===== src/hostPkg.sv =====
package hostPkg;

    // ~~~~~~~~~~~~~~~~~~~~~~~~~~~~~~~~~~~~~~~~~~~~~~~~~~~~~~~~~~~~~~~~~~~~~
    // Z80 bus widths
    // ~~~~~~~~~~~~~~~~~~~~~~~~~~~~~~~~~~~~~~~~~~~~~~~~~~~~~~~~~~~~~~~~~~~~~

    // Full CPU address, memory and IO space alike
    typedef logic [15:0] addrT;
    // One data byte on the bus
    typedef logic [7:0] dataT;
    // RAM word address, low bits of addrT
    typedef logic [13:0] ramAddrT;
    // IO port number, the upper address byte of an IO cycle
    typedef logic [7:0] ioPortT;

    // ~~~~~~~~~~~~~~~~~~~~~~~~~~~~~~~~~~~~~~~~~~~~~~~~~~~~~~~~~~~~~~~~~~~~~
    // Address map
    // ~~~~~~~~~~~~~~~~~~~~~~~~~~~~~~~~~~~~~~~~~~~~~~~~~~~~~~~~~~~~~~~~~~~~~

    // 16K RAM, repeated four times over 64K
    localparam int ramDepth = 16384;
    // 0000-00FF write a byte to the UART
    localparam ioPortT uartDataPort = 8'h00;
    // 0200-02FF busy flag in bit 0
    localparam ioPortT uartStatusPort = 8'h02;
    // Floating bus value for unmapped ports
    localparam dataT ioIdleData = 8'hFF;

    // ~~~~~~~~~~~~~~~~~~~~~~~~~~~~~~~~~~~~~~~~~~~~~~~~~~~~~~~~~~~~~~~~~~~~~
    // UART and key timing
    // ~~~~~~~~~~~~~~~~~~~~~~~~~~~~~~~~~~~~~~~~~~~~~~~~~~~~~~~~~~~~~~~~~~~~~

    localparam int clocksPerBit = 16;
    localparam int baudCountWidth = $clog2(clocksPerBit);
    // Start bit, eight data bits, stop bit
    localparam int frameBits = 10;
    localparam int bitCountWidth = $clog2(frameBits);
    // Stable cycles before a key output may change
    localparam int debounceCycles = 64;
    localparam int debounceCountWidth = $clog2(debounceCycles);

    // Bridge sequencing, one Wishbone cycle per Z80 request
    typedef enum logic [1:0] {
        idle,
        busCycle,
        releaseBus,
        waitEnd
    } bridgeStateT;

endpackage


===== src/wbBus.sv =====
`timescale 1ns/1ps

// Wishbone classic, byte wide, one outstanding cycle
interface wbBus;
    import hostPkg::*;

    logic cyc;
    logic stb;
    logic we;
    addrT adr;
    dataT datWr;
    dataT datRd;
    logic ack;

    // Bridge side
    modport master (
        output cyc, stb, we, adr, datWr,
        input  datRd, ack
    );

    // RAM and IO peripherals
    modport slave (
        input  cyc, stb, we, adr, datWr,
        output datRd, ack
    );

endinterface


===== src/uartIo.sv =====
`timescale 1ns/1ps

module uartIo (
    input  logic clk,
    input  logic reset,
    wbBus.slave  bus,
    output logic uartTx
);
    import hostPkg::*;

    ioPortT port;
    logic accept;
    logic ackReg;
    dataT rdReg;
    logic busy;
    logic [frameBits-1:0] shifter;
    logic [baudCountWidth-1:0] baudCnt;
    logic [bitCountWidth-1:0] bitCnt;
    logic bitDone;
    logic loadFrame;

    // Port is the upper byte of the IO address, as on the Z80
    assign port = bus.adr[15:8];
    assign accept = bus.cyc && bus.stb && !ackReg;

    // Bytes written while a frame is going out are dropped
    assign loadFrame = accept && bus.we && (port == uartDataPort) && !busy;

    assign bitDone = (baudCnt == baudCountWidth'(clocksPerBit - 1));

    // ~~~~~~~~~~~~~~~~~~~~~~~~~~~~~~~~~~~~~~~~~~~~~~~~~~~~~~~~~~~~~~~~~~~~~
    // Wishbone slave side
    // ~~~~~~~~~~~~~~~~~~~~~~~~~~~~~~~~~~~~~~~~~~~~~~~~~~~~~~~~~~~~~~~~~~~~~

    always_ff @(posedge clk) begin
        if (reset) begin
            ackReg <= 1'b0;
        end else begin
            // Every port acks, mapped or not
            ackReg <= accept;
        end
    end

    // Status read shows busy in bit 0, unmapped ports float high
    always_ff @(posedge clk) begin
        if (accept) begin
            if (port == uartStatusPort) begin
                rdReg <= {7'b0, busy};
            end else begin
                rdReg <= ioIdleData;
            end
        end
    end

    assign bus.ack = ackReg;
    assign bus.datRd = rdReg;

    // ~~~~~~~~~~~~~~~~~~~~~~~~~~~~~~~~~~~~~~~~~~~~~~~~~~~~~~~~~~~~~~~~~~~~~
    // Transmit shifter
    // ~~~~~~~~~~~~~~~~~~~~~~~~~~~~~~~~~~~~~~~~~~~~~~~~~~~~~~~~~~~~~~~~~~~~~

    always_ff @(posedge clk) begin
        if (reset) begin
            busy <= 1'b0;
            baudCnt <= '0;
            bitCnt <= '0;
        end else if (loadFrame) begin
            busy <= 1'b1;
            baudCnt <= '0;
            bitCnt <= '0;
        end else if (busy) begin
            if (bitDone) begin
                baudCnt <= '0;
                // Stop bit was the last one out
                if (bitCnt == bitCountWidth'(frameBits - 1)) begin
                    busy <= 1'b0;
                end else begin
                    bitCnt <= bitCnt + 1'b1;
                end
            end else begin
                baudCnt <= baudCnt + 1'b1;
            end
        end
    end

    // Frame is stop, data LSB first, start; shifted right each bit
    always_ff @(posedge clk) begin
        if (loadFrame) begin
            shifter <= {1'b1, bus.datWr, 1'b0};
        end else if (busy && bitDone) begin
            shifter <= {1'b1, shifter[frameBits-1:1]};
        end
    end

    // Registered line, idles high
    always_ff @(posedge clk) begin
        if (reset) begin
            uartTx <= 1'b1;
        end else begin
            uartTx <= busy ? shifter[0] : 1'b1;
        end
    end

endmodule


===== src/flat_wrapper.sv =====
// flat-port wrapper written by rule: the top's interface ports become plain ports
module uartIo_flat import hostPkg::*;
  (clk, reset, uartTx, bus_cyc, bus_stb, bus_we, bus_adr, bus_datWr, bus_datRd, bus_ack);
  wbBus bus_i ();
  input  logic clk;
  input  logic reset;
  output logic uartTx;
  input wire logic [$bits(bus_i.cyc)-1:0] bus_cyc;
  input wire logic [$bits(bus_i.stb)-1:0] bus_stb;
  input wire logic [$bits(bus_i.we)-1:0] bus_we;
  input wire logic [$bits(bus_i.adr)-1:0] bus_adr;
  input wire logic [$bits(bus_i.datWr)-1:0] bus_datWr;
  output wire logic [$bits(bus_i.datRd)-1:0] bus_datRd;
  output wire logic [$bits(bus_i.ack)-1:0] bus_ack;
  assign bus_i.cyc = bus_cyc;
  assign bus_i.stb = bus_stb;
  assign bus_i.we = bus_we;
  assign bus_i.adr = bus_adr;
  assign bus_i.datWr = bus_datWr;
  assign bus_datRd = bus_i.datRd;
  assign bus_ack = bus_i.ack;
  uartIo u_core (.clk(clk), .reset(reset), .bus(bus_i), .uartTx(uartTx));
endmodule

===== config.mk =====
export PLATFORM = sky130hd
export DESIGN_NAME = uartIo_flat
export DESIGN_NICKNAME = d
export VERILOG_FILES = /design/src/hostPkg.sv /design/src/wbBus.sv /design/src/uartIo.sv /design/src/flat_wrapper.sv
export SDC_FILE = /design/constraint.sdc
export NUM_CORES = 1
export LEC_CHECK = 0
export BUFFER_PORTS_ARGS = -buffer_cell sky130_fd_sc_hd__buf_2
export CORE_MARGIN = 2
export CORE_UTILIZATION = 40
export CTS_CLUSTER_DIAMETER = 80
export DETAILED_ROUTE_END_ITERATION = 6
export PLACE_DENSITY = 0.7
export SLEW_MARGIN = 5
export SYNTH_ARGS = -nofsm -noshare
export SYNTH_HDL_FRONTEND = slang
export SYNTH_SLANG_ARGS = --single-unit

===== constraint.sdc =====
create_clock -name clk -period 1.9 [get_ports clk]
set_input_delay 0.095 -clock clk [delete_from_list [all_inputs] [get_ports clk]]
set_output_delay 0.095 -clock clk [all_outputs]
set_load 0.05 [all_outputs]

==> results_dict.tcl <==
set metrics [dict create \
    status "completed" \
    switchingPower_w 0.000179 \
    wl_met3_um 52 \
    min_path_type "input port to register" \
    dpl.hpwl_um 1470 \
    synth-edff-count 10 \
    grt_pass1_wl_um 2990 \
    netlist_instances 94 \
    path_max_fanout 8 \
    routabilityCongestion 0.758 \
    ys_seq_area_frac 0.517 \
    drive_gt1_frac 0.360 \
    initial_core_util 0.422 \
    synth_cell_type_count 33 \
    critPathCaptureType "register" \
    ys_dominant_reg_cell "dfxtp_1" \
    highest_layer "met4" \
    grt_usage 0.138 \
    synthTopCellsByCount "12 x dfxtp_1, 10 x edfxtp_1, 7 x a22o_1" \
    die_area_sq_mm 0.00304 \
    io_pins 39 \
    drc 0 \
    die-height_um 55.1 \
    peakVddDrop_mv 0.402 \
    cp-start-kind "register" \
    pre_cts_ws_ns 0.0168 \
    yosysMostFrequentCell "dfxtp_1" \
    synth-seq-cells 22 \
    swShare 0.230 \
    r2r_cells 4 \
    total_power_w 0.000780 \
    final_antenna_net_count 0 \
    hold_depth 2 \
    seqPwrFrac 0.635 \
    setup_violations 0 \
    setup_slack_ns 0.115 \
    synth_area_leaders "edfxtp_1 29%, dfxtp_1 23%, a22o_1 5.9%" \
    globalRouteOverflowTotal 0 \
    min_period_ns 1.78 \
    synth_top_area_share 0.287 \
    drtPass1Iterations 4 \
    cts_tree "yes" \
    via_per_inst 5.26 \
    fin_worst_skew_ns 0.00668 \
    cts_resized 0 \
    comb_power_share 0.083 \
    antennaDiodeCount 0 \
    p_per_area_mw_per_mm2 622 \
    synthToLayoutAreaGrowth_pct 20.0 \
    postSynthAreaPerCell_sq_um 11.1 \
    yosysWarnings 0 \
    drv_slew 0 \
    cp.required_ns 1.93 \
    core_region_area_sq_mm 0.00248 \
    htree_levels 1 \
    die_x_um 55.1 \
    internal_power_w 0.000601 \
    crit_type "register to register" \
    cts.sinks 22 \
    grt_antenna_before_repair 0 \
    wl_per_cell_um 12.4 \
    critPathArrivalTime_ns 1.82 \
    clkLatencyLatePin_ns 0.30 \
    wl_um 1930 \
    syn_area_sq_mm 0.00104 \
    pwr-share-clk 0.282 \
    detailroute.via_count 816 \
    met2_wirelength_um 968 \
    maxSlewHeadroom 0.752 \
    tightestPinTransition_ns 0.363 \
    grt_pass1_vias 696 \
    cts.path.max_buffers 2 \
    cp_top_family "simple AND/OR/NAND/NOR gates" \
    cts_made_buffers 3 \
    async_flop_share 0 \
    synthesis.nets 126 \
    clkSlewWorstSetupHoldPaths_ns 0.12 \
    portBuffers 30 \
    clockRootBuffer "clkbuf_4" \
    crit_chain "or3b_2 > or4_1 > nand2_1 > buf_12" \
    crit_slowest_cell "or3b_2" \
    row_count 18 \
    cp_num_cells 4 \
    fin_nets 158 \
    fin_crit_sh 0.939 \
    critPathMaxStageDelay_ns 0.47 \
    cap_violations 0 \
    synth_top_area_cell "edfxtp_1" \
    drt_iter0_drc 13 \
    clock.fmax_ghz 0.560 \
    static-leakage-power_nw 0.520 \
    finalHoldViolations 0 \
    grt_max_degree 18 \
    route.layer.met1.wl_um 889 \
    path_buf_inv 1 \
]
sequential cells by signal (all words and copies together), names as in the netlist:
signal            flops
u_core.bus.datRd      2
u_core.uartTx         1
u_core.busy           1
u_core.bus.ack        1
u_core.shifter        9
u_core.baudCnt        4
u_core.bitCnt         4
layer usage:
layer / track usage / vias to the layer above
met5: 0 / -
met4: 0.0488 / 0
met3: 0.0323 / 2
met2: 0.232 / 13
met1: 0.173 / 383
li1: - / 418
layout by cell type, fill, tap and decap left out, drive strengths merged:
| cell | instances |
|---|---|
| a41oi | 1 |
| a21oi | 4 |
| clkbuf | 4 |
| a2111oi | 1 |
| nand3 | 3 |
| a21o | 1 |
| nor3 | 2 |
| ha | 3 |
| buf | 37 |
| nand2 | 4 |
| mux2i | 1 |
| or3b | 2 |
| nor2 | 3 |
| xor2 | 1 |
| dfxtp | 12 |
| nand3b | 3 |
| or4 | 3 |
| a22o | 7 |
| nand4 | 1 |
| and4 | 1 |
| a211oi | 4 |
| nand2b | 1 |
| or2 | 1 |
| or3 | 4 |
| nor4 | 2 |
| edfxtp | 10 |
| and3b | 1 |
| o21ai | 4 |
| inv | 4 |
power groups by stage:
stage               registers [W]  clock network [W]  logic (W)
global placement         0.000506                  0  0.0000640
CTS                      0.000495           0.000220  0.0000649
global route             0.000496           0.000243  0.0000694
floorplan                0.000513                  0  0.0000333
finish                   0.000495           0.000220  0.0000646
detailed placement       0.000506                  0  0.0000648
cell families (layout without fill, tap and decap cells):
family,Yosys count,count (layout),share of synthesized area
fa+ha+maj,3,3,0.0359
compound gates,22,22,0.150
buf+inv,14,45,0.0814
simple gates,31,31,0.198
xor+xnor,1,1,0.00838
mux,1,1,0.00958
flops,22,22,0.517
path summary, 6_finish.rpt:
path / startpoint / endpoint / slack, ns
min reg2reg: u_core.shifter[0] / u_core.shifter[0] / 0.46
min: bus_datWr[7] / u_core.shifter[8] / 0.05
max: u_core.busy / u_core.shifter[2] / 0.12
max reg2reg: u_core.busy / u_core.shifter[2] / 0.12
through the flow:
step | hold WS [ns] | instances | setup TNS, ns | area, sq um | util
after floorplan | 0.205 | 94 | 0 | 1040 | -
after global placement | 0.368 | 150 | 0 | 1220 | 0.492
after detailed placement | 0.372 | 150 | 0 | 1220 | 0.492
after CTS | 0.0517 | 154 | 0 | 1250 | 0.503
after global routing | 0.0465 | 155 | -0.00142 | 1250 | 0.506
final | 0.0526 | 155 | 0 | 1250 | 0.506
final cells by class:
| class | count | area (sq um) |
|---|---|---|
| Clock buffer | 4 | 26.3 |
| Fill cell | 245 | 1220 |
| Inverter | 4 | 15.0 |
| Multi-Input combinational cell | 58 | 419 |
| Sequential cell | 22 | 541 |
| Tap cell | 30 | 37.5 |
| Timing Repair Buffer | 37 | 215 |
repair_timing:
item,4_1_cts,5_1_grt
buffers inserted,0,1
hold buffers,0,0
setup endpoints to repair,0,1
(Power assumes the default switching activity.)
