--- src/hostPkg.sv ---
package hostPkg;

    // ~~~~~~~~~~~~~~~~~~~~~~~~~~~~~~~~~~~~~~~~~~~~~~~~~~~~~~~~~~~~~~~~~~~~~
    // Z80 bus widths
    // ~~~~~~~~~~~~~~~~~~~~~~~~~~~~~~~~~~~~~~~~~~~~~~~~~~~~~~~~~~~~~~~~~~~~~

    // Full CPU address, memory and IO space alike
    typedef logic [15:0] addrT;
    // One data byte on the bus
    typedef logic [7:0] dataT;
    // RAM word address, low bits of addrT
    typedef logic [13:0] ramAddrT;
    // IO port number, the upper address byte of an IO cycle
    typedef logic [7:0] ioPortT;

    // ~~~~~~~~~~~~~~~~~~~~~~~~~~~~~~~~~~~~~~~~~~~~~~~~~~~~~~~~~~~~~~~~~~~~~
    // Address map
    // ~~~~~~~~~~~~~~~~~~~~~~~~~~~~~~~~~~~~~~~~~~~~~~~~~~~~~~~~~~~~~~~~~~~~~

    // 16K RAM, repeated four times over 64K
    localparam int ramDepth = 16384;
    // 0000-00FF write a byte to the UART
    localparam ioPortT uartDataPort = 8'h00;
    // 0200-02FF busy flag in bit 0
    localparam ioPortT uartStatusPort = 8'h02;
    // Floating bus value for unmapped ports
    localparam dataT ioIdleData = 8'hFF;

    // ~~~~~~~~~~~~~~~~~~~~~~~~~~~~~~~~~~~~~~~~~~~~~~~~~~~~~~~~~~~~~~~~~~~~~
    // UART and key timing
    // ~~~~~~~~~~~~~~~~~~~~~~~~~~~~~~~~~~~~~~~~~~~~~~~~~~~~~~~~~~~~~~~~~~~~~

    localparam int clocksPerBit = 16;
    localparam int baudCountWidth = $clog2(clocksPerBit);
    // Start bit, eight data bits, stop bit
    localparam int frameBits = 10;
    localparam int bitCountWidth = $clog2(frameBits);
    // Stable cycles before a key output may change
    localparam int debounceCycles = 64;
    localparam int debounceCountWidth = $clog2(debounceCycles);

    // Bridge sequencing, one Wishbone cycle per Z80 request
    typedef enum logic [1:0] {
        idle,
        busCycle,
        releaseBus,
        waitEnd
    } bridgeStateT;

endpackage

--- src/wbBus.sv ---
`timescale 1ns/1ps

// Wishbone classic, byte wide, one outstanding cycle
interface wbBus;
    import hostPkg::*;

    logic cyc;
    logic stb;
    logic we;
    addrT adr;
    dataT datWr;
    dataT datRd;
    logic ack;

    // Bridge side
    modport master (
        output cyc, stb, we, adr, datWr,
        input  datRd, ack
    );

    // RAM and IO peripherals
    modport slave (
        input  cyc, stb, we, adr, datWr,
        output datRd, ack
    );

endinterface

--- src/z80BusBridge.sv ---
`timescale 1ns/1ps

module z80BusBridge (
    input  logic          clk,
    input  logic          reset,
    input  hostPkg::addrT addr,
    input  hostPkg::dataT dataIn,
    input  logic          nMreq,
    input  logic          nIorq,
    input  logic          nRd,
    input  logic          nWr,
    input  logic          nM1,
    input  logic          nRfsh,
    output hostPkg::dataT dataOut,
    output logic          dataOutEn,
    output logic          nWait,
    wbBus.master          memBus,
    wbBus.master          ioBus
);
    import hostPkg::*;

    bridgeStateT state;
    logic memReq;
    logic ioReq;
    logic anyStrobe;
    // Wishbone cycle in flight on cyc and stb of the selected bus
    logic active;
    logic selIo;
    logic isWrite;
    addrT adrReg;
    dataT wrReg;
    logic ack;
    dataT rdData;

    // ~~~~~~~~~~~~~~~~~~~~~~~~~~~~~~~~~~~~~~~~~~~~~~~~~~~~~~~~~~~~~~~~~~~~~
    // Request decode
    // ~~~~~~~~~~~~~~~~~~~~~~~~~~~~~~~~~~~~~~~~~~~~~~~~~~~~~~~~~~~~~~~~~~~~~

    // Refresh cycles carry nMreq without a real access
    assign memReq = !nMreq && (!nRd || !nWr) && nRfsh;
    // nM1 with nIorq marks the interrupt acknowledge rather than an IO access
    assign ioReq = !nIorq && (!nRd || !nWr) && nM1;
    assign anyStrobe = !nMreq || !nIorq || !nRd || !nWr;

    // Response from whichever bus owns the cycle
    assign ack = selIo ? ioBus.ack : memBus.ack;
    assign rdData = selIo ? ioBus.datRd : memBus.datRd;

    // Both buses share the captured address and write data
    assign memBus.cyc = active && !selIo;
    assign memBus.stb = active && !selIo;
    assign memBus.we = isWrite;
    assign memBus.adr = adrReg;
    assign memBus.datWr = wrReg;

    assign ioBus.cyc = active && selIo;
    assign ioBus.stb = active && selIo;
    assign ioBus.we = isWrite;
    assign ioBus.adr = adrReg;
    assign ioBus.datWr = wrReg;

    // ~~~~~~~~~~~~~~~~~~~~~~~~~~~~~~~~~~~~~~~~~~~~~~~~~~~~~~~~~~~~~~~~~~~~~
    // Cycle sequencing
    // ~~~~~~~~~~~~~~~~~~~~~~~~~~~~~~~~~~~~~~~~~~~~~~~~~~~~~~~~~~~~~~~~~~~~~

    always_ff @(posedge clk) begin
        if (reset) begin
            state <= idle;
            active <= 1'b0;
            selIo <= 1'b0;
            isWrite <= 1'b0;
            nWait <= 1'b1;
            dataOutEn <= 1'b0;
        end else begin
            case (state)
                idle: begin
                    // Memory wins if both strobes show up together
                    if (memReq || ioReq) begin
                        state <= busCycle;
                        active <= 1'b1;
                        selIo <= !memReq;
                        isWrite <= !nWr;
                        nWait <= 1'b0;
                    end
                end
                busCycle: begin
                    // Classic handshake drops cyc and stb right after ack
                    if (ack) begin
                        state <= releaseBus;
                        active <= 1'b0;
                    end
                end
                releaseBus: begin
                    state <= waitEnd;
                    nWait <= 1'b1;
                    dataOutEn <= !isWrite;
                end
                waitEnd: begin
                    // CPU must end the access before another one starts
                    if (!anyStrobe) begin
                        state <= idle;
                        dataOutEn <= 1'b0;
                    end
                end
                default: state <= idle;
            endcase
        end
    end

    // Request address and data capture plus the read data latch
    always_ff @(posedge clk) begin
        if (state == idle) begin
            adrReg <= addr;
            wrReg <= dataIn;
        end
        if (state == busCycle && ack && !isWrite) begin
            dataOut <= rdData;
        end
    end

endmodule
--- src/flat_wrapper.sv ---
// flat-port wrapper written by rule: the top's interface ports become plain ports
module z80BusBridge_flat import hostPkg::*;
  (clk, reset, addr, dataIn, nMreq, nIorq, nRd, nWr, nM1, nRfsh, dataOut, dataOutEn, nWait, memBus_cyc, memBus_stb, memBus_we, memBus_adr, memBus_datWr, memBus_datRd, memBus_ack, ioBus_cyc, ioBus_stb, ioBus_we, ioBus_adr, ioBus_datWr, ioBus_datRd, ioBus_ack);
  wbBus memBus_i ();
  wbBus ioBus_i ();
  input  logic clk;
  input  logic reset;
  input  hostPkg::addrT addr;
  input  hostPkg::dataT dataIn;
  input  logic nMreq;
  input  logic nIorq;
  input  logic nRd;
  input  logic nWr;
  input  logic nM1;
  input  logic nRfsh;
  output hostPkg::dataT dataOut;
  output logic dataOutEn;
  output logic nWait;
  output wire logic [$bits(memBus_i.cyc)-1:0] memBus_cyc;
  output wire logic [$bits(memBus_i.stb)-1:0] memBus_stb;
  output wire logic [$bits(memBus_i.we)-1:0] memBus_we;
  output wire logic [$bits(memBus_i.adr)-1:0] memBus_adr;
  output wire logic [$bits(memBus_i.datWr)-1:0] memBus_datWr;
  input wire logic [$bits(memBus_i.datRd)-1:0] memBus_datRd;
  input wire logic [$bits(memBus_i.ack)-1:0] memBus_ack;
  output wire logic [$bits(ioBus_i.cyc)-1:0] ioBus_cyc;
  output wire logic [$bits(ioBus_i.stb)-1:0] ioBus_stb;
  output wire logic [$bits(ioBus_i.we)-1:0] ioBus_we;
  output wire logic [$bits(ioBus_i.adr)-1:0] ioBus_adr;
  output wire logic [$bits(ioBus_i.datWr)-1:0] ioBus_datWr;
  input wire logic [$bits(ioBus_i.datRd)-1:0] ioBus_datRd;
  input wire logic [$bits(ioBus_i.ack)-1:0] ioBus_ack;
  assign memBus_cyc = memBus_i.cyc;
  assign memBus_stb = memBus_i.stb;
  assign memBus_we = memBus_i.we;
  assign memBus_adr = memBus_i.adr;
  assign memBus_datWr = memBus_i.datWr;
  assign memBus_i.datRd = memBus_datRd;
  assign memBus_i.ack = memBus_ack;
  assign ioBus_cyc = ioBus_i.cyc;
  assign ioBus_stb = ioBus_i.stb;
  assign ioBus_we = ioBus_i.we;
  assign ioBus_adr = ioBus_i.adr;
  assign ioBus_datWr = ioBus_i.datWr;
  assign ioBus_i.datRd = ioBus_datRd;
  assign ioBus_i.ack = ioBus_ack;
  z80BusBridge u_core (.clk(clk), .reset(reset), .addr(addr), .dataIn(dataIn), .nMreq(nMreq), .nIorq(nIorq), .nRd(nRd), .nWr(nWr), .nM1(nM1), .nRfsh(nRfsh), .dataOut(dataOut), .dataOutEn(dataOutEn), .nWait(nWait), .memBus(memBus_i), .ioBus(ioBus_i));
endmodule
--- config.mk ---
export PLATFORM = sky130hd
export DESIGN_NAME = z80BusBridge_flat
export DESIGN_NICKNAME = d
export VERILOG_FILES = /design/src/hostPkg.sv /design/src/wbBus.sv /design/src/z80BusBridge.sv /design/src/flat_wrapper.sv
export SDC_FILE = /design/constraint.sdc
export NUM_CORES = 1
export LEC_CHECK = 0
export ABC_AREA = 1
export BUFFER_PORTS_ARGS = -buffer_cell sky130_fd_sc_hd__buf_2
export CAP_MARGIN = 0
export CORE_MARGIN = 2
export CORE_UTILIZATION = 42
export DETAILED_ROUTE_END_ITERATION = 16
export GPL_TIMING_DRIVEN = 0
export PLACE_DENSITY = 0.92
export SLEW_MARGIN = 25
export SYNTH_ARGS = -nofsm -noshare
export SYNTH_HDL_FRONTEND = slang
export SYNTH_SLANG_ARGS = --single-unit
--- constraint.sdc ---
create_clock -name clk -period 2.11 [get_ports clk]
set_input_delay 0.3165 -clock clk [delete_from_list [all_inputs] [get_ports clk]]
set_output_delay 0.3165 -clock clk [all_outputs]
set_load 0.01 [all_outputs]
==> results.py <==
metrics = {
    "status": {
        "status": "complete, no violations",
    },
    "sta": {
        "max_slew.worst_pin.slew_ns": 0.645,
        "achievable-frequency_mhz": 556,
        "min_period_ns": 1.80,
        "report.final.hold_viol_count": 0,
        "slew_viol_final": 0,
        "finalCritPeriodShare_pct": 85.2,
        "final.setup.tns_ns": 0,
        "setup_repair_after_global_routing_missed_its_margin": "false",
        "setup_viol": 0,
        "fin_hold_ws_ns": 0.199,
        "worst_slew_margin_rel_pct": 56.9,
        "skew_ns": 0.00566,
    },
    "job": {
        "max_cap_violations": 0,
    },
    "cells_and_area": {
        "fillCellCount": 327,
        "antenna_diode_count": 0,
        "final_cell_area_um2": 2480,
        "areaGrowthSynthToFinish_pct": 42.3,
        "final_net_count": 332,
        "drive_above_1_share_pct": 55.8,
        "stdcell_count": 328,
    },
    "global_routing": {
        "grt_first_pass_wirelength_mm": 5.21,
        "grt_start_max_net_pins": 28,
        "grt_antenna_before_repair": 0,
        "grt_usage_pct": 15.4,
        "vias_in_the_first_global_route": 1287,
        "gr-total-overflow": 0,
    },
    "placed_design": {
        "placement.io_buffers": 113,
        "place_area_um2": 2370,
        "final_weighted_congestion_in_routability_driven_placement": 0.855,
        "dp.cells": 320,
        "dp.final_hpwl_mm": 3.00,
    },
    "setup_path": {
        "rr_startpoint": "u_core.state[1]$_SDFFE_PP0P_",
        "regToRegEndpoint": "u_core.dataOut[3]$_DFFE_PP_",
        "worst-setup-path-type": "reg -> reg",
        "crit_path_max_fanout": 8,
        "worst_ep_arrival_time_ns": 1.71,
        "regToRegSetupSlack_ns": 0.31,
        "critPathRequiredTime_ns": 2.03,
        "ff2ff_path_depth": 6,
        "cp-start-kind": "flop",
        "cp-end-kind": "flop",
    },
    "synthesis": {
        "syn_nets": 212,
        "post_synth.cell_area_avg_um2": 11.1,
        "yosys.area.top_type_share_pct": 55.2,
        "synth-seq-area-share_pct": 63.3,
        "yosysWarnings": 0,
        "post-synth-top-area-cell": "edfxtp_1",
        "post_synth_inst_count": 157,
        "yosysUniqueCellTypes": 18,
        "synth-seq-cells": 39,
        "post_synth_instance_area_um2": 1740,
        "synth.area.top_cells": "edfxtp_1 (55%), buf_4 (12%), nand2_1 (8.2%)",
    },
    "cts": {
        "ctsHoldBuffers": 0,
        "cts.sink_count": 39,
        "ctsResizeCount": 0,
        "clockRootBuffer": "clkbuf_8",
        "cts.path.max_buffers": 2,
        "cts_setup_buffers": 0,
        "clock_insertion_delay_worst_skew_ns": 0.29,
        "cts_htree_levels": 2,
        "cts_inserted_buffers": 5,
        "clk_pin_slew_worst_paths_ns": 0.07,
        "tritoncts": "yes",
    },
    "die": {
        "floorplan.die.height_um": 68.4,
        "die_wd_um": 68.4,
        "die_area_um2": 4670,
        "fp.coreArea_um2": 4000,
        "num_io_pins": 114,
        "count_of_standard_cell_rows": 23,
        "initial_standard_cell_utilization_of_the_core_pct": 43.5,
    },
    "worst_hold_path": {
        "hp-start": "reset",
        "min_path_type": "in -> reg",
        "hold-path-endpoint": "u_core.dataOutEn$_SDFFE_PP0P_",
        "worst_hold_path.num_cells": 2,
    },
    "routing": {
        "drc": 0,
        "postRouteWirelength_mm": 3.67,
        "avgViaCountPerCell": 4.25,
        "antenna_violation_net_count_after_detailed_routing": 0,
        "initial_drt_pass_iterations": 4,
        "via_count": 1393,
        "drtIter0Drc": 47,
        "wire_per_inst_um": 11.2,
    },
    "power": {
        "power-per-cell-area_nw_per_um2": 1260,
        "power.static_leakage_uw": 0.00128,
        "vdd_drop_max_v": 0.000883,
    },
}
==> worst max path at each step <==
| stage | slack (ns) | to | cells past startpoint | from |
|---|---|---|---|---|
| after detailed placement | 0.32 | u_core.dataOut[2]$_DFFE_PP_ | 6 | u_core.state[1]$_SDFFE_PP0P_ |
| after global placement | 0.001 | u_core.selIo$_SDFFE_PP0P_ | 5 | u_core.state[0]$_SDFFE_PP0P_ |
| after CTS | 0.30 | u_core.dataOut[3]$_DFFE_PP_ | 6 | u_core.state[1]$_SDFFE_PP0P_ |
| after floorplan | 0.35 | u_core.selIo$_SDFFE_PP0P_ | 5 | u_core.state[0]$_SDFFE_PP0P_ |
| final | 0.31 | u_core.dataOut[3]$_DFFE_PP_ | 6 | u_core.state[1]$_SDFFE_PP0P_ |
| after global routing | 0.15 | u_core.selIo$_SDFFE_PP0P_ | 5 | u_core.state[1]$_SDFFE_PP0P_ |
==> layout by cell type (no fill, tap or decap), types with 3 or more instances in the layout <==
| cell | instances |
|---|---|
| nand2_1 | 38 |
| nor2_1 | 11 |
| dfxtp_1 | 7 |
| edfxtp_1 | 32 |
| nand3_1 | 5 |
| ha_1 | 4 |
| inv_1 | 14 |
| clkbuf_1 | 3 |
| a21oi_1 | 6 |
| clkbuf_8 | 5 |
| buf_4 | 27 |
| buf_2 | 113 |
==> cell usage after synthesis <==
cell / n
a21oi_1: 6
nor2_1: 11
inv_2: 2
o21ai_1: 1
clkbuf_1: 1
o21ai_0: 2
nand3_1: 5
edfxtp_1: 32
nand2_1: 38
inv_1: 14
dfxtp_1: 7
nand2_4: 1
nand3_4: 1
buf_4: 27
nand2_2: 1
ha_1: 5
nor2_2: 2
o21ai_2: 1
==> state kept, by name, summed over array words and instances, names as in the netlist <==
| name | count |
|---|---|
| u_core.ioBus.adr | 16 |
| u_core.dataOut | 8 |
| u_core.ioBus.datWr | 8 |
| u_core.state | 2 |
| u_core.active | 1 |
| u_core.dataOutEn | 1 |
| u_core.ioBus.we | 1 |
| u_core.nWait | 1 |
| u_core.selIo | 1 |
==> cells by family after synthesis <==
kind of cell / count (synthesis) / synth area share, %
buffers and inverters: 44 / 15.3
AOI/OAI and AO/OA: 10 / 3.09
DFF: 39 / 63.3
and+or+nand+nor: 59 / 14.7
adders and majority gates: 5 / 3.59
==> layer usage <==
metal  global-route usage [%]  up-vias  routed length (um)
met1                     14.6      610                1260
met2                     29.4       57                2110
met5                        0        -                   0
li1                         -      718                   -
met3                     5.43        8                 254
met4                     7.00        0                  49
==> where the power goes <==
| part | leakage [uW] | internal [uW] | switching [uW] |
|---|---|---|---|
| combinational | 0.000858 | 573 | 695 |
| sequential | 0.000369 | 1150 | 112 |
| clock | 0.0000524 | 353 | 236 |
==> through the flow <==
stage               util, %  power, uW  setup WS (ns)
floorplan                 -       2080          0.345
global placement       59.2       2520        0.00123
detailed placement     59.3       2570          0.318
CTS                    61.9       3160          0.302
global route           61.9       3350          0.152
finish                 61.9       3120          0.312
==> critical path, stage by stage, from the launching register on <==
cell and delay, ns:
dfxtp_1 0.34, inv_1 0.11, ha_1 0.23, inv_1 0.05, a21oi_1 0.13, inv_1 0.08, nor2_1 0.50
==> layout make-up <==
cell class / count / area [um2] / area share [%]
plain buffers: 28 / 206 / 8.33
clock buffers: 7 / 76.3 / 3.08
clock inverters: 1 / 30.0 / 1.21
inverters: 16 / 60.1 / 2.42
multi-input cells: 74 / 375 / 15.2
flip-flops and latches: 39 / 1100 / 44.4
well taps: 50 / 62.6 / 2.53
repair buffers: 113 / 566 / 22.8
Power figures use the tool's default switching activity.
