### src/hostPkg.sv
package hostPkg;

    // ~~~~~~~~~~~~~~~~~~~~~~~~~~~~~~~~~~~~~~~~~~~~~~~~~~~~~~~~~~~~~~~~~~~~~
    // Z80 bus widths
    // ~~~~~~~~~~~~~~~~~~~~~~~~~~~~~~~~~~~~~~~~~~~~~~~~~~~~~~~~~~~~~~~~~~~~~

    // Full CPU address, memory and IO space alike
    typedef logic [15:0] addrT;
    // One data byte on the bus
    typedef logic [7:0] dataT;
    // RAM word address, low bits of addrT
    typedef logic [13:0] ramAddrT;
    // IO port number, the upper address byte of an IO cycle
    typedef logic [7:0] ioPortT;

    // ~~~~~~~~~~~~~~~~~~~~~~~~~~~~~~~~~~~~~~~~~~~~~~~~~~~~~~~~~~~~~~~~~~~~~
    // Address map
    // ~~~~~~~~~~~~~~~~~~~~~~~~~~~~~~~~~~~~~~~~~~~~~~~~~~~~~~~~~~~~~~~~~~~~~

    // 16K RAM, repeated four times over 64K
    localparam int ramDepth = 16384;
    // 0000-00FF write a byte to the UART
    localparam ioPortT uartDataPort = 8'h00;
    // 0200-02FF busy flag in bit 0
    localparam ioPortT uartStatusPort = 8'h02;
    // Floating bus value for unmapped ports
    localparam dataT ioIdleData = 8'hFF;

    // ~~~~~~~~~~~~~~~~~~~~~~~~~~~~~~~~~~~~~~~~~~~~~~~~~~~~~~~~~~~~~~~~~~~~~
    // UART and key timing
    // ~~~~~~~~~~~~~~~~~~~~~~~~~~~~~~~~~~~~~~~~~~~~~~~~~~~~~~~~~~~~~~~~~~~~~

    localparam int clocksPerBit = 16;
    localparam int baudCountWidth = $clog2(clocksPerBit);
    // Start bit, eight data bits, stop bit
    localparam int frameBits = 10;
    localparam int bitCountWidth = $clog2(frameBits);
    // Stable cycles before a key output may change
    localparam int debounceCycles = 64;
    localparam int debounceCountWidth = $clog2(debounceCycles);

    // Bridge sequencing, one Wishbone cycle per Z80 request
    typedef enum logic [1:0] {
        idle,
        busCycle,
        releaseBus,
        waitEnd
    } bridgeStateT;

endpackage

### src/keyDebounce.sv
`timescale 1ns/1ps

module keyDebounce (
    input  logic clk,
    input  logic reset,
    input  logic intKey,
    input  logic nmiKey,
    output logic nInt,
    output logic nNmi
);
    import hostPkg::*;

    // Index 0 is the INT key, index 1 the NMI key
    logic [1:0] keyIn;
    logic [1:0] sync1;
    logic [1:0] sync2;
    logic [1:0] keyState;
    logic [debounceCountWidth-1:0] stableCnt [2];

    assign keyIn = {nmiKey, intKey};

    // ~~~~~~~~~~~~~~~~~~~~~~~~~~~~~~~~~~~~~~~~~~~~~~~~~~~~~~~~~~~~~~~~~~~~~
    // Synchronizer and stability counter, per key
    // ~~~~~~~~~~~~~~~~~~~~~~~~~~~~~~~~~~~~~~~~~~~~~~~~~~~~~~~~~~~~~~~~~~~~~

    always_ff @(posedge clk) begin
        if (reset) begin
            // Keys are active low, so released means high
            sync1 <= 2'b11;
            sync2 <= 2'b11;
            keyState <= 2'b11;
            stableCnt[0] <= '0;
            stableCnt[1] <= '0;
        end else begin
            sync1 <= keyIn;
            sync2 <= sync1;
            for (int i = 0; i < 2; i++) begin
                if (sync2[i] == keyState[i]) begin
                    // Any bounce back restarts the count
                    stableCnt[i] <= '0;
                end else if (stableCnt[i] == debounceCountWidth'(debounceCycles - 1)) begin
                    keyState[i] <= sync2[i];
                    stableCnt[i] <= '0;
                end else begin
                    stableCnt[i] <= stableCnt[i] + 1'b1;
                end
            end
        end
    end

    // Pin polarity matches the keys, no inversion
    assign nInt = keyState[0];
    assign nNmi = keyState[1];

endmodule

### config.mk
export PLATFORM = sky130hd
export DESIGN_NAME = keyDebounce
export DESIGN_NICKNAME = d
export VERILOG_FILES = /design/src/hostPkg.sv /design/src/keyDebounce.sv
export SDC_FILE = /design/constraint.sdc
export NUM_CORES = 1
export LEC_CHECK = 0
export ABC_AREA = 1
export BUFFER_PORTS_ARGS = -buffer_cell sky130_fd_sc_hd__buf_2
export CORE_MARGIN = 2
export CORE_UTILIZATION = 45
export DETAILED_ROUTE_END_ITERATION = 6
export SYNTH_ARGS = -nofsm -noshare
export SYNTH_HDL_FRONTEND = slang
export SYNTH_SLANG_ARGS = --single-unit
### constraint.sdc
create_clock -name clk -period 1.1 [get_ports clk]
set_input_delay 0.22 -clock clk [delete_from_list [all_inputs] [get_ports clk]]
set_output_delay 0.22 -clock clk [all_outputs]
set_load 0.01 [all_outputs]
==> impl_metrics.tcl, run 1 <==
set metrics [dict create \
    root_buffer "clkbuf_4" \
    drcViolationCount 0 \
    rsz0062_at_grt "yes" \
    seq_power_share_pct 59.9 \
    num_vias 632 \
    dp_cells 138 \
    fin_area_sq_um 1180 \
    grt_pass1_vias 514 \
    p_leak_nw 0.493 \
    ioPinCount 6 \
    synth_fa_ha_area_share_pct 3.01 \
    fin_util_pct 68.1 \
    initial_utilization_pct 48.2 \
    ctsHoldBuffers 0 \
    drt_first_pass_iters 4 \
    worstSkewPairLatency_ns 0.29 \
    numCtsBuffers 3 \
    cap_violations 0 \
    hold_violations 0 \
    synthMuxAreaShare_pct 0 \
    ys_ff_latch 18 \
    gp_congestion 0.761 \
    core_sq_um 1730 \
    p_sw_uw 292 \
    synth_top_area_share_pct 43.3 \
    yosysTopAreaCell "edfxtp_1" \
    area_growth_pct 41.4 \
    slowest_delay_ns 0.54 \
    critPathMaxFanout 5 \
    intPower_uw 996 \
    antenna_found_initial 0 \
    critPathLaunchType "flip-flop" \
    final_cell_count_no_fill 144 \
    place_area_sq_um 1010 \
    grt_max_degree 11 \
    synth_area_leaders "edfxtp_1, dfxtp_1, nor2_1, nand3_1, nand2_1" \
    drtIter0Drc 8 \
    ctsHtreeMaxLevel 1 \
    die_h_microns 47 \
    period_minus_slack_ns 1.20 \
    max_freq_mhz 835 \
    fin_nets 126 \
    die_area_sq_um 2210 \
    drive_gt1_share_pct 39.5 \
    combPwrFrac_pct 7.9 \
    grt.overflow.total 0 \
    synthDistinctLibCells 18 \
    drt-total-wl_microns 1410 \
    path_buf_inv 1 \
    syn-instance-count 88 \
    criticalPathCategory "reg -> reg" \
    nFillCells 144 \
    synth_seq_area_share_pct 57.7 \
    dieWidth_microns 47 \
    violations "setup timing" \
    vias_per_cell 4.39 \
    synth_compound_gate_area_share_pct 3.01 \
    ys_warn_count 0 \
    p_clk_share_pct 32.2 \
    crit_chain "nand2_2 -> inv_2 -> nand3_4 -> nand2_4 -> nor2_2" \
    grt_use_total_pct 14.3 \
    rows 15 \
    slew_viol_final 0 \
    synthSimpleGateAreaFrac_pct 26.0 \
    syn_area_per_cell_sq_um 9.46 \
    p_per_area_nw_per_um2 1100 \
    slowest_stage "edfxtp_1" \
    end_kind "flip-flop" \
    hold_path.class "in -> reg" \
    post_drt_wl_per_cell_microns 9.78 \
    irDropWorstVdd_mv 0.754 \
    clockBufferDepth 2 \
    clock-sinks 18 \
    fin_skew_ns 0.00137 \
    fin_ws_ns -0.0969 \
    crit_family "flip-flops" \
    swShare_pct 22.7 \
    finalSetupViolCount 14 \
    synth-xor-area-share_pct 5.26 \
    status "complete, but fails checks" \
    period_share_pct 109 \
    synthesis.area_sq_um 832 \
    path_clk_slew_ns 0.11 \
    port_buffers 5 \
    ant_nets 0 \
    worst_ep_required_time_ns 1.16 \
    num_antenna_cells 0 \
    multi_input_comb_area_sq_um 478 \
    arrival_ns 1.26 \
    cts_tree "built" \
    register_area_sq_um 482 \
    dp_hpwl_microns 970 \
    grt_pass1_wl_microns 2140 \
    synth_top_family_by_area "simple AND/OR/NAND/NOR gates" \
]
-- through the flow --
step	setup slack [ns]	setup TNS, ns	power [mW]	hold slack, ns
final	-0.0969	-1.08	1.29	0.0991
after global routing	-0.170	-1.88	1.34	0.0841
after CTS	-0.132	-1.23	1.28	0.0866
after detailed placement	-0.124	-1.14	0.859	0.398
after global placement	-0.117	-0.946	0.858	0.395
after floorplan	-0.0794	-0.646	0.826	0.324
-- cells in the mapped netlist, drive strengths merged --
cell / n
a21oi: 2
conb: 1
dfxtp: 6
edfxtp: 12
ha: 2
inv: 10
nand2: 15
nand3: 10
nand4: 1
nor2: 17
nor3b: 1
o21bai: 2
or2: 4
xnor2: 1
xor2: 4
-- final timing paths --
| check | start | to | slack [ns] | cells after the start |
|---|---|---|---|---|
| min | nmiKey | sync1[1]$_SDFF_PP1_ | 0.1 | 2 |
| min reg2reg | sync1[1]$_SDFF_PP1_ | sync2[1]$_SDFF_PP1_ | 0.42 | 1 |
| max reg2reg | stableCnt[0][2]$_SDFFCE_PN0P_ | stableCnt[0][3]$_SDFFCE_PN0P_ | -0.1 | 5 |
| max | stableCnt[0][2]$_SDFFCE_PN0P_ | stableCnt[0][3]$_SDFFCE_PN0P_ | -0.1 | 5 |
-- cell type report --
| class | instances | share of cell area (%) |
|---|---|---|
| clock buffer | 4 | 3.09 |
| sequential | 18 | 41.0 |
| timing repair buffer | 16 | 9.47 |
| multi-input combinational | 71 | 40.6 |
| inverter | 10 | 3.19 |
| tap | 25 | 2.66 |
-- kinds of logic (layout without fill, tap and decap cells) --
family,after synthesis,count (layout)
xor gates and xnor gates,5,5
other,1,12
and+or+nand+nor,48,48
AOI/OAI and AO/OA,4,4
adders and majority gates,2,2
DFF,18,18
buffers and inverters,10,30
-- repair_timing --
item / 4_1_cts / 5_1_grt
pin swaps: 3 / 5
endpoints found under the setup margin: 13 / 15
setup buffers: 0 / 4
gates resized for setup: 9 / 17
-- power by group through the flow --
stage	Combinational (mW)	Clock, mW	Sequential [mW]
2_1_floorplan	0.0489	0	0.777
3_3_place_gp	0.0790	0	0.779
3_5_place_dp	0.0791	0	0.780
4_1_cts	0.0837	0.435	0.765
5_1_grt	0.116	0.449	0.775
6_report	0.101	0.415	0.772
-- placed cells by master, fill, tap and decap left out, drive strengths merged, types with 2 or more instances in the layout --
cell type and instances:
a21oi 2, buf 16, clkbuf 4, conb 12, dfxtp 6, edfxtp 12
ha 2, inv 10, nand2 15, nand3 10, nor2 17, o21bai 2
or2 4, xor2 4
-- routing by layer --
| metal | GRT usage, % | part of all wire [%] | vias to the layer above |
|---|---|---|---|
| li1 | - | - | 338 |
| met1 | 21.3 | 51 | 282 |
| met2 | 18.6 | 45 | 8 |
| met3 | 3.46 | 2.5 | 4 |
| met4 | 8.33 | 1.6 | 0 |
| met5 | 0 | 0 | - |
-- state kept, by name, summed over array words and instances, names as in the netlist --
register	flops
keyState	2
stableCnt	12
sync2	2
sync1	2
-- worst register-to-register path, delay by kind of cell (launching register included) --
family,cells,cell delay (ns)
buffers and inverters,1,0.10
AND/OR/NAND/NOR,4,0.33
flip-flops,1,0.54
No activity file was read; power rests on OpenSTA's default activity.
==> inputs of run 2 (changes only) <==
Settings changed: RECOVER_POWER set to 25.
==> impl_metrics.tcl, run 2 (synthesized netlist as in run 1, its figures left out) <==
set metrics [dict create \
    status "complete, but fails checks" \
    violations "setup timing" \
    cap_violations 0 \
    post_drt_wl_per_cell_microns 9.79 \
    max_freq_mhz 835 \
    drtIter0Drc 8 \
    die_area_sq_um 2210 \
    rows 15 \
    swShare_pct 22.7 \
    fin_hold_ws_ns 0.0994 \
    ctsHoldBuffers 0 \
    startpoint "stableCnt[0][2]$_SDFFCE_PN0P_" \
    clockBufferDepth 2 \
    finalSetupViolCount 14 \
    drcViolationCount 0 \
    grt_use_total_pct 14.3 \
    dp_hpwl_microns 970 \
    area_growth_pct 41.2 \
    root_buffer "clkbuf_4" \
    ctsHtreeMaxLevel 1 \
    die_h_microns 47 \
    antenna_found_initial 0 \
    vias_per_cell 4.40 \
    arrival_ns 1.26 \
    timing.rr.start "stableCnt[0][2]$_SDFFCE_PN0P_" \
    path_clk_slew_ns 0.11 \
    rsz0062_at_grt "yes" \
    criticalPathCategory "reg -> reg" \
    grt.overflow.total 0 \
    drive_gt1_share_pct 38.7 \
    largest_reg_flops 12 \
    place_area_sq_um 1010 \
    drt_first_pass_iters 4 \
    final_cell_count_no_fill 144 \
    p_clk_share_pct 32.2 \
    irDropWorstVdd_mv 0.753 \
    reg2regPathDepth 5 \
    end_kind "flip-flop" \
    hold-path-endpoint "sync1[1]$_SDFF_PP1_" \
    fin_ws_ns -0.0969 \
    initial_utilization_pct 48.2 \
    combPwrFrac_pct 7.8 \
    p_per_area_nw_per_um2 1100 \
    gp_congestion 0.761 \
    multi_input_comb_area_sq_um 478 \
    numCtsBuffers 3 \
    slew_viol_final 0 \
    grt_max_degree 11 \
    period_minus_slack_ns 1.20 \
    hold_path.class "in -> reg" \
    dieWidth_microns 47 \
    ioPinCount 6 \
    port_buffers 5 \
    fin_skew_ns 0.00125 \
    final_cell_mix "edfxtp_1, conb_1, nor2_1" \
    intPower_uw 996 \
    p_leak_nw 0.491 \
    worst_ep_required_time_ns 1.16 \
    critPathMaxFanout 5 \
    grt_pass1_wl_microns 2140 \
    seq_power_share_pct 59.9 \
    period_share_pct 109 \
    register_area_sq_um 482 \
    rr_endpoint "stableCnt[0][3]$_SDFFCE_PN0P_" \
    num_antenna_cells 0 \
    hold_path_depth 2 \
    r2r_setup_slack_ns -0.1 \
    finalPower_mw 1.29 \
    hold_violations 0 \
    core_sq_um 1730 \
    grt_pass1_vias 514 \
    ant_nets 0 \
    dp_cells 138 \
    nFillCells 145 \
    clock-sinks 18 \
    worstSkewPairLatency_ns 0.29 \
    critPathLaunchType "flip-flop" \
    num_vias 634 \
    drt-total-wl_microns 1410 \
    fin_area_sq_um 1170 \
    fin_nets 126 \
    cts_tree "built" \
    regMostFlops "stableCnt" \
    p_sw_uw 292 \
    hp-start "nmiKey" \
]
run 2: power groups by stage:
stage / logic (mW) / clock network (mW) / registers (mW)
floorplan: 0.0489 / 0 / 0.777
global placement: 0.0790 / 0 / 0.779
detailed placement: 0.0791 / 0 / 0.780
CTS: 0.0837 / 0.435 / 0.765
global route: 0.115 / 0.449 / 0.775
finish: 0.101 / 0.415 / 0.772
run 2: critical path: stages, from the launching register on:
cell	delay, ns
edfxtp_1	0.54
nand2_2	0.09
inv_2	0.10
nand3_4	0.08
nand2_4	0.11
nor2_2	0.05
run 2: worst max-delay path by stage:
| stage | to | cells after the start | slack [ns] |
|---|---|---|---|
| after global placement | stableCnt[1][1]$_SDFFCE_PN0P_ | 6 | -0.12 |
| after detailed placement | stableCnt[1][2]$_SDFFCE_PN0P_ | 6 | -0.12 |
| final | stableCnt[0][3]$_SDFFCE_PN0P_ | 5 | -0.1 |
| after CTS | stableCnt[1][2]$_SDFFCE_PN0P_ | 6 | -0.13 |
| after global routing | stableCnt[1][0]$_SDFFCE_PN0P_ | 6 | -0.17 |
| after floorplan | stableCnt[1][2]$_SDFFCE_PN0P_ | 6 | -0.08 |
run 2: layer usage:
metal	GRT usage [%]	vias up	part of all wire, %
met5	0	-	0
met4	8.33	0	1.6
met3	3.46	4	2.2
met2	18.6	8	45
met1	21.3	284	51
li1	-	338	-
run 2: layout make-up:
cell class / instances / area share, %
Multi-Input combinational cell: 71 / 40.7
Inverter: 10 / 3.19
Sequential cell: 18 / 41.0
Tap cell: 25 / 2.66
Clock buffer: 4 / 3.09
Timing Repair Buffer: 16 / 9.37
run 2: repair_timing:
item	4_1_cts	5_1_grt
hold endpoints to repair	0	0
buffers inserted	0	4
gates resized for setup	9	17
setup endpoints to repair	13	15
pin swaps	3	5
run 2: stage by stage:
step | TNS, ns | setup slack (ns) | util [%]
after floorplan | -0.646 | -0.0794 | -
after global placement | -0.946 | -0.117 | 58.3
after detailed placement | -1.14 | -0.124 | 58.3
after CTS | -1.23 | -0.132 | 62.5
after global routing | -1.88 | -0.170 | 68.0
final | -1.08 | -0.0969 | 68.0
==> inputs of run 3 (changes only) <==
Settings changed: ABC_AREA 1 to unset, CAP_MARGIN set to 20.
==> impl_metrics.tcl, run 3 <==
set metrics [dict create \
    combPwrFrac_pct 8.0 \
    fin_nets 115 \
    worstSkewPairLatency_ns 0.29 \
    intPower_mw 1.00 \
    dieWidth_microns 46.0 \
    timing.rr.start "stableCnt[0][1]$_SDFFCE_PN0P_" \
    register_area_sq_um 480 \
    cap_violations 0 \
    violations "setup timing" \
    period_minus_slack_ns 1.29 \
    num_vias 594 \
    slew_viol_final 0 \
    clock-sinks 18 \
    dp_cells 118 \
    die_h_microns 46.0 \
    worst_ep_required_time_ns 1.16 \
    yosys-top-cells-count "edfxtp_1, nor2_1, dfxtp_1, xor2_1, nand2_1" \
    p_leak_nw 0.446 \
    p_clk_share_pct 31.8 \
    grt_pass1_wl_microns 2310 \
    swShare_pct 21.4 \
    cp-endpoint "stableCnt[0][0]$_SDFFCE_PN0P_" \
    startpoint "stableCnt[0][1]$_SDFFCE_PN0P_" \
    synth-edff-count 12 \
    synth_area_leaders "edfxtp_1, dfxtp_1, xor2_1, nor2_1, ha_1" \
    seq_power_share_pct 60.2 \
    critPathLaunchType "flip-flop" \
    numCtsBuffers 3 \
    nFillCells 127 \
    core_sq_um 1690 \
    root_buffer "clkbuf_4" \
    ctsHtreeMaxLevel 1 \
    hold_path.class "in -> reg" \
    grt_use_total_pct 15.8 \
    ant_nets 0 \
    arrival_ns 1.35 \
    rr_endpoint "stableCnt[0][0]$_SDFFCE_PN0P_" \
    area_growth_pct 42.0 \
    reg2regPathDepth 5 \
    gp_congestion 0.717 \
    synth_ff_type "edfxtp_1" \
    synth_top_area_share_pct 45.4 \
    grt_pass1_vias 577 \
    hold_path_depth 2 \
    finalSetupViolCount 14 \
    rows 15 \
    r2r_setup_slack_ns -0.19 \
    synth_seq_area_share_pct 60.6 \
    ys_warn_count 0 \
    irDropWorstVdd_mv 0.740 \
    drtIter0Drc 4 \
    hold_violations 0 \
    regMostFlops "stableCnt" \
    path_clk_slew_ns 0.10 \
    synthDistinctLibCells 18 \
    port_buffers 5 \
    status "complete, but fails checks" \
    rsz0062_at_grt "yes" \
    drive_gt1_share_pct 40.7 \
    async_reset_ff_share_pct 0 \
    die_area_sq_um 2110 \
    vias_per_cell 4.75 \
    cts_tree "built" \
    drt_first_pass_iters 4 \
    grt.overflow.total 0 \
    synthesis.area_sq_um 793 \
    syn_area_per_cell_sq_um 11.3 \
    post_drt_wl_per_cell_microns 10.6 \
    fin_skew_ns 0.00317 \
    fin_ws_ns -0.189 \
    yosysTopAreaCell "edfxtp_1" \
    multi_input_comb_area_sq_um 403 \
    final_common_cell "buf_4" \
    clockBufferDepth 2 \
    p_per_area_nw_per_um2 1130 \
    syn-instance-count 70 \
    grt_max_degree 11 \
    fin_util_pct 66.7 \
    ioPinCount 6 \
    critPathMaxFanout 4 \
    num_antenna_cells 0 \
    dp_hpwl_microns 1030 \
    finalPower_mw 1.28 \
    drcViolationCount 0 \
    end_kind "flip-flop" \
    antenna_found_initial 0 \
    final_cell_mix "buf_4, edfxtp_1, conb_1" \
    drt-total-wl_microns 1330 \
    criticalPathCategory "reg -> reg" \
    final_cell_count_no_fill 125 \
    largest_reg_flops 12 \
    p_sw_uw 272 \
    period_share_pct 117 \
    ys_ff_latch 18 \
    ctsHoldBuffers 0 \
    max_freq_mhz 776 \
    synth.most_common_cell "edfxtp_1" \
    initial_utilization_pct 47.0 \
]
## run 3: per-stage QoR
stage | hold slack (ns) | setup TNS (ns) | instance area [sq um] | worst slack, ns
6_report | 0.102 | -1.89 | 1130 | -0.189
5_1_grt | 0.100 | -2.82 | 1130 | -0.248
4_1_cts | 0.0930 | -2.02 | 1110 | -0.203
3_5_place_dp | 0.394 | -2.09 | 1020 | -0.211
3_3_place_gp | 0.392 | -1.71 | 1020 | -0.198
2_1_floorplan | 0.324 | -1.20 | 865 | -0.184
## run 3: timing repair
item,4_1_cts,5_1_grt
setup buffers,2,2
cloned,0,0
endpoints found under the setup margin,14,14
gates resized for setup,10,4
pin swaps,7,4
## run 3: worst min-delay path by stage
stage | startpoint | endpoint | slack (ns)
6_report | nmiKey | sync1[1]$_SDFF_PP1_ | 0.10
5_1_grt | nmiKey | sync1[1]$_SDFF_PP1_ | 0.1
4_1_cts | nmiKey | sync1[1]$_SDFF_PP1_ | 0.09
3_3_place_gp | sync1[0]$_SDFF_PP1_ | sync2[0]$_SDFF_PP1_ | 0.39
3_5_place_dp | sync1[0]$_SDFF_PP1_ | sync2[0]$_SDFF_PP1_ | 0.39
2_1_floorplan | intKey | sync1[0]$_SDFF_PP1_ | 0.32
## run 3: layout make-up
class | instances | share of cell area (%)
Sequential cell | 18 | 42.7
Inverter | 4 | 1.33
Timing Repair Buffer | 23 | 15.1
Multi-Input combinational cell | 59 | 35.8
Clock buffer | 4 | 3.22
Tap cell | 17 | 1.89
## run 3: power groups by stage
stage               Clock [mW]  Sequential (mW)  Combinational, mW
floorplan                    0            0.781             0.0472
global placement             0            0.782             0.0853
detailed placement           0            0.783             0.0864
CTS                      0.421            0.769             0.0963
global route             0.437            0.773              0.118
finish                   0.405            0.768              0.102
## run 3: logic make-up (layout without fill, tap and decap cells)
| family | after synthesis | after routing | synth area share [%] |
|---|---|---|---|
| buffers and inverters | 4 | 31 | 1.89 |
| DFF | 18 | 18 | 60.6 |
| AOI/OAI and AO/OA | 10 | 10 | 8.20 |
| other | 1 | 12 | 0.473 |
| and+or+nand+nor | 27 | 27 | 16.9 |
| adders and majority gates | 2 | 2 | 3.15 |
| xor gates and xnor gates | 8 | 8 | 8.83 |
## run 3: critical path: stages (launching register included)
cell      delay [ns]
edfxtp_1        0.38
ha_2            0.20
nand3_2         0.09
o211ai_1        0.18
buf_4           0.16
nor2_1          0.04
## run 3: per-layer routing
layer | up-vias | GRT usage (%) | routed length [microns]
li1 | 311 | - | -
met1 | 275 | 17.6 | 583
met2 | 4 | 27.5 | 692
met3 | 4 | 3.57 | 26
met4 | 0 | 8.57 | 27
met5 | - | 0 | 0
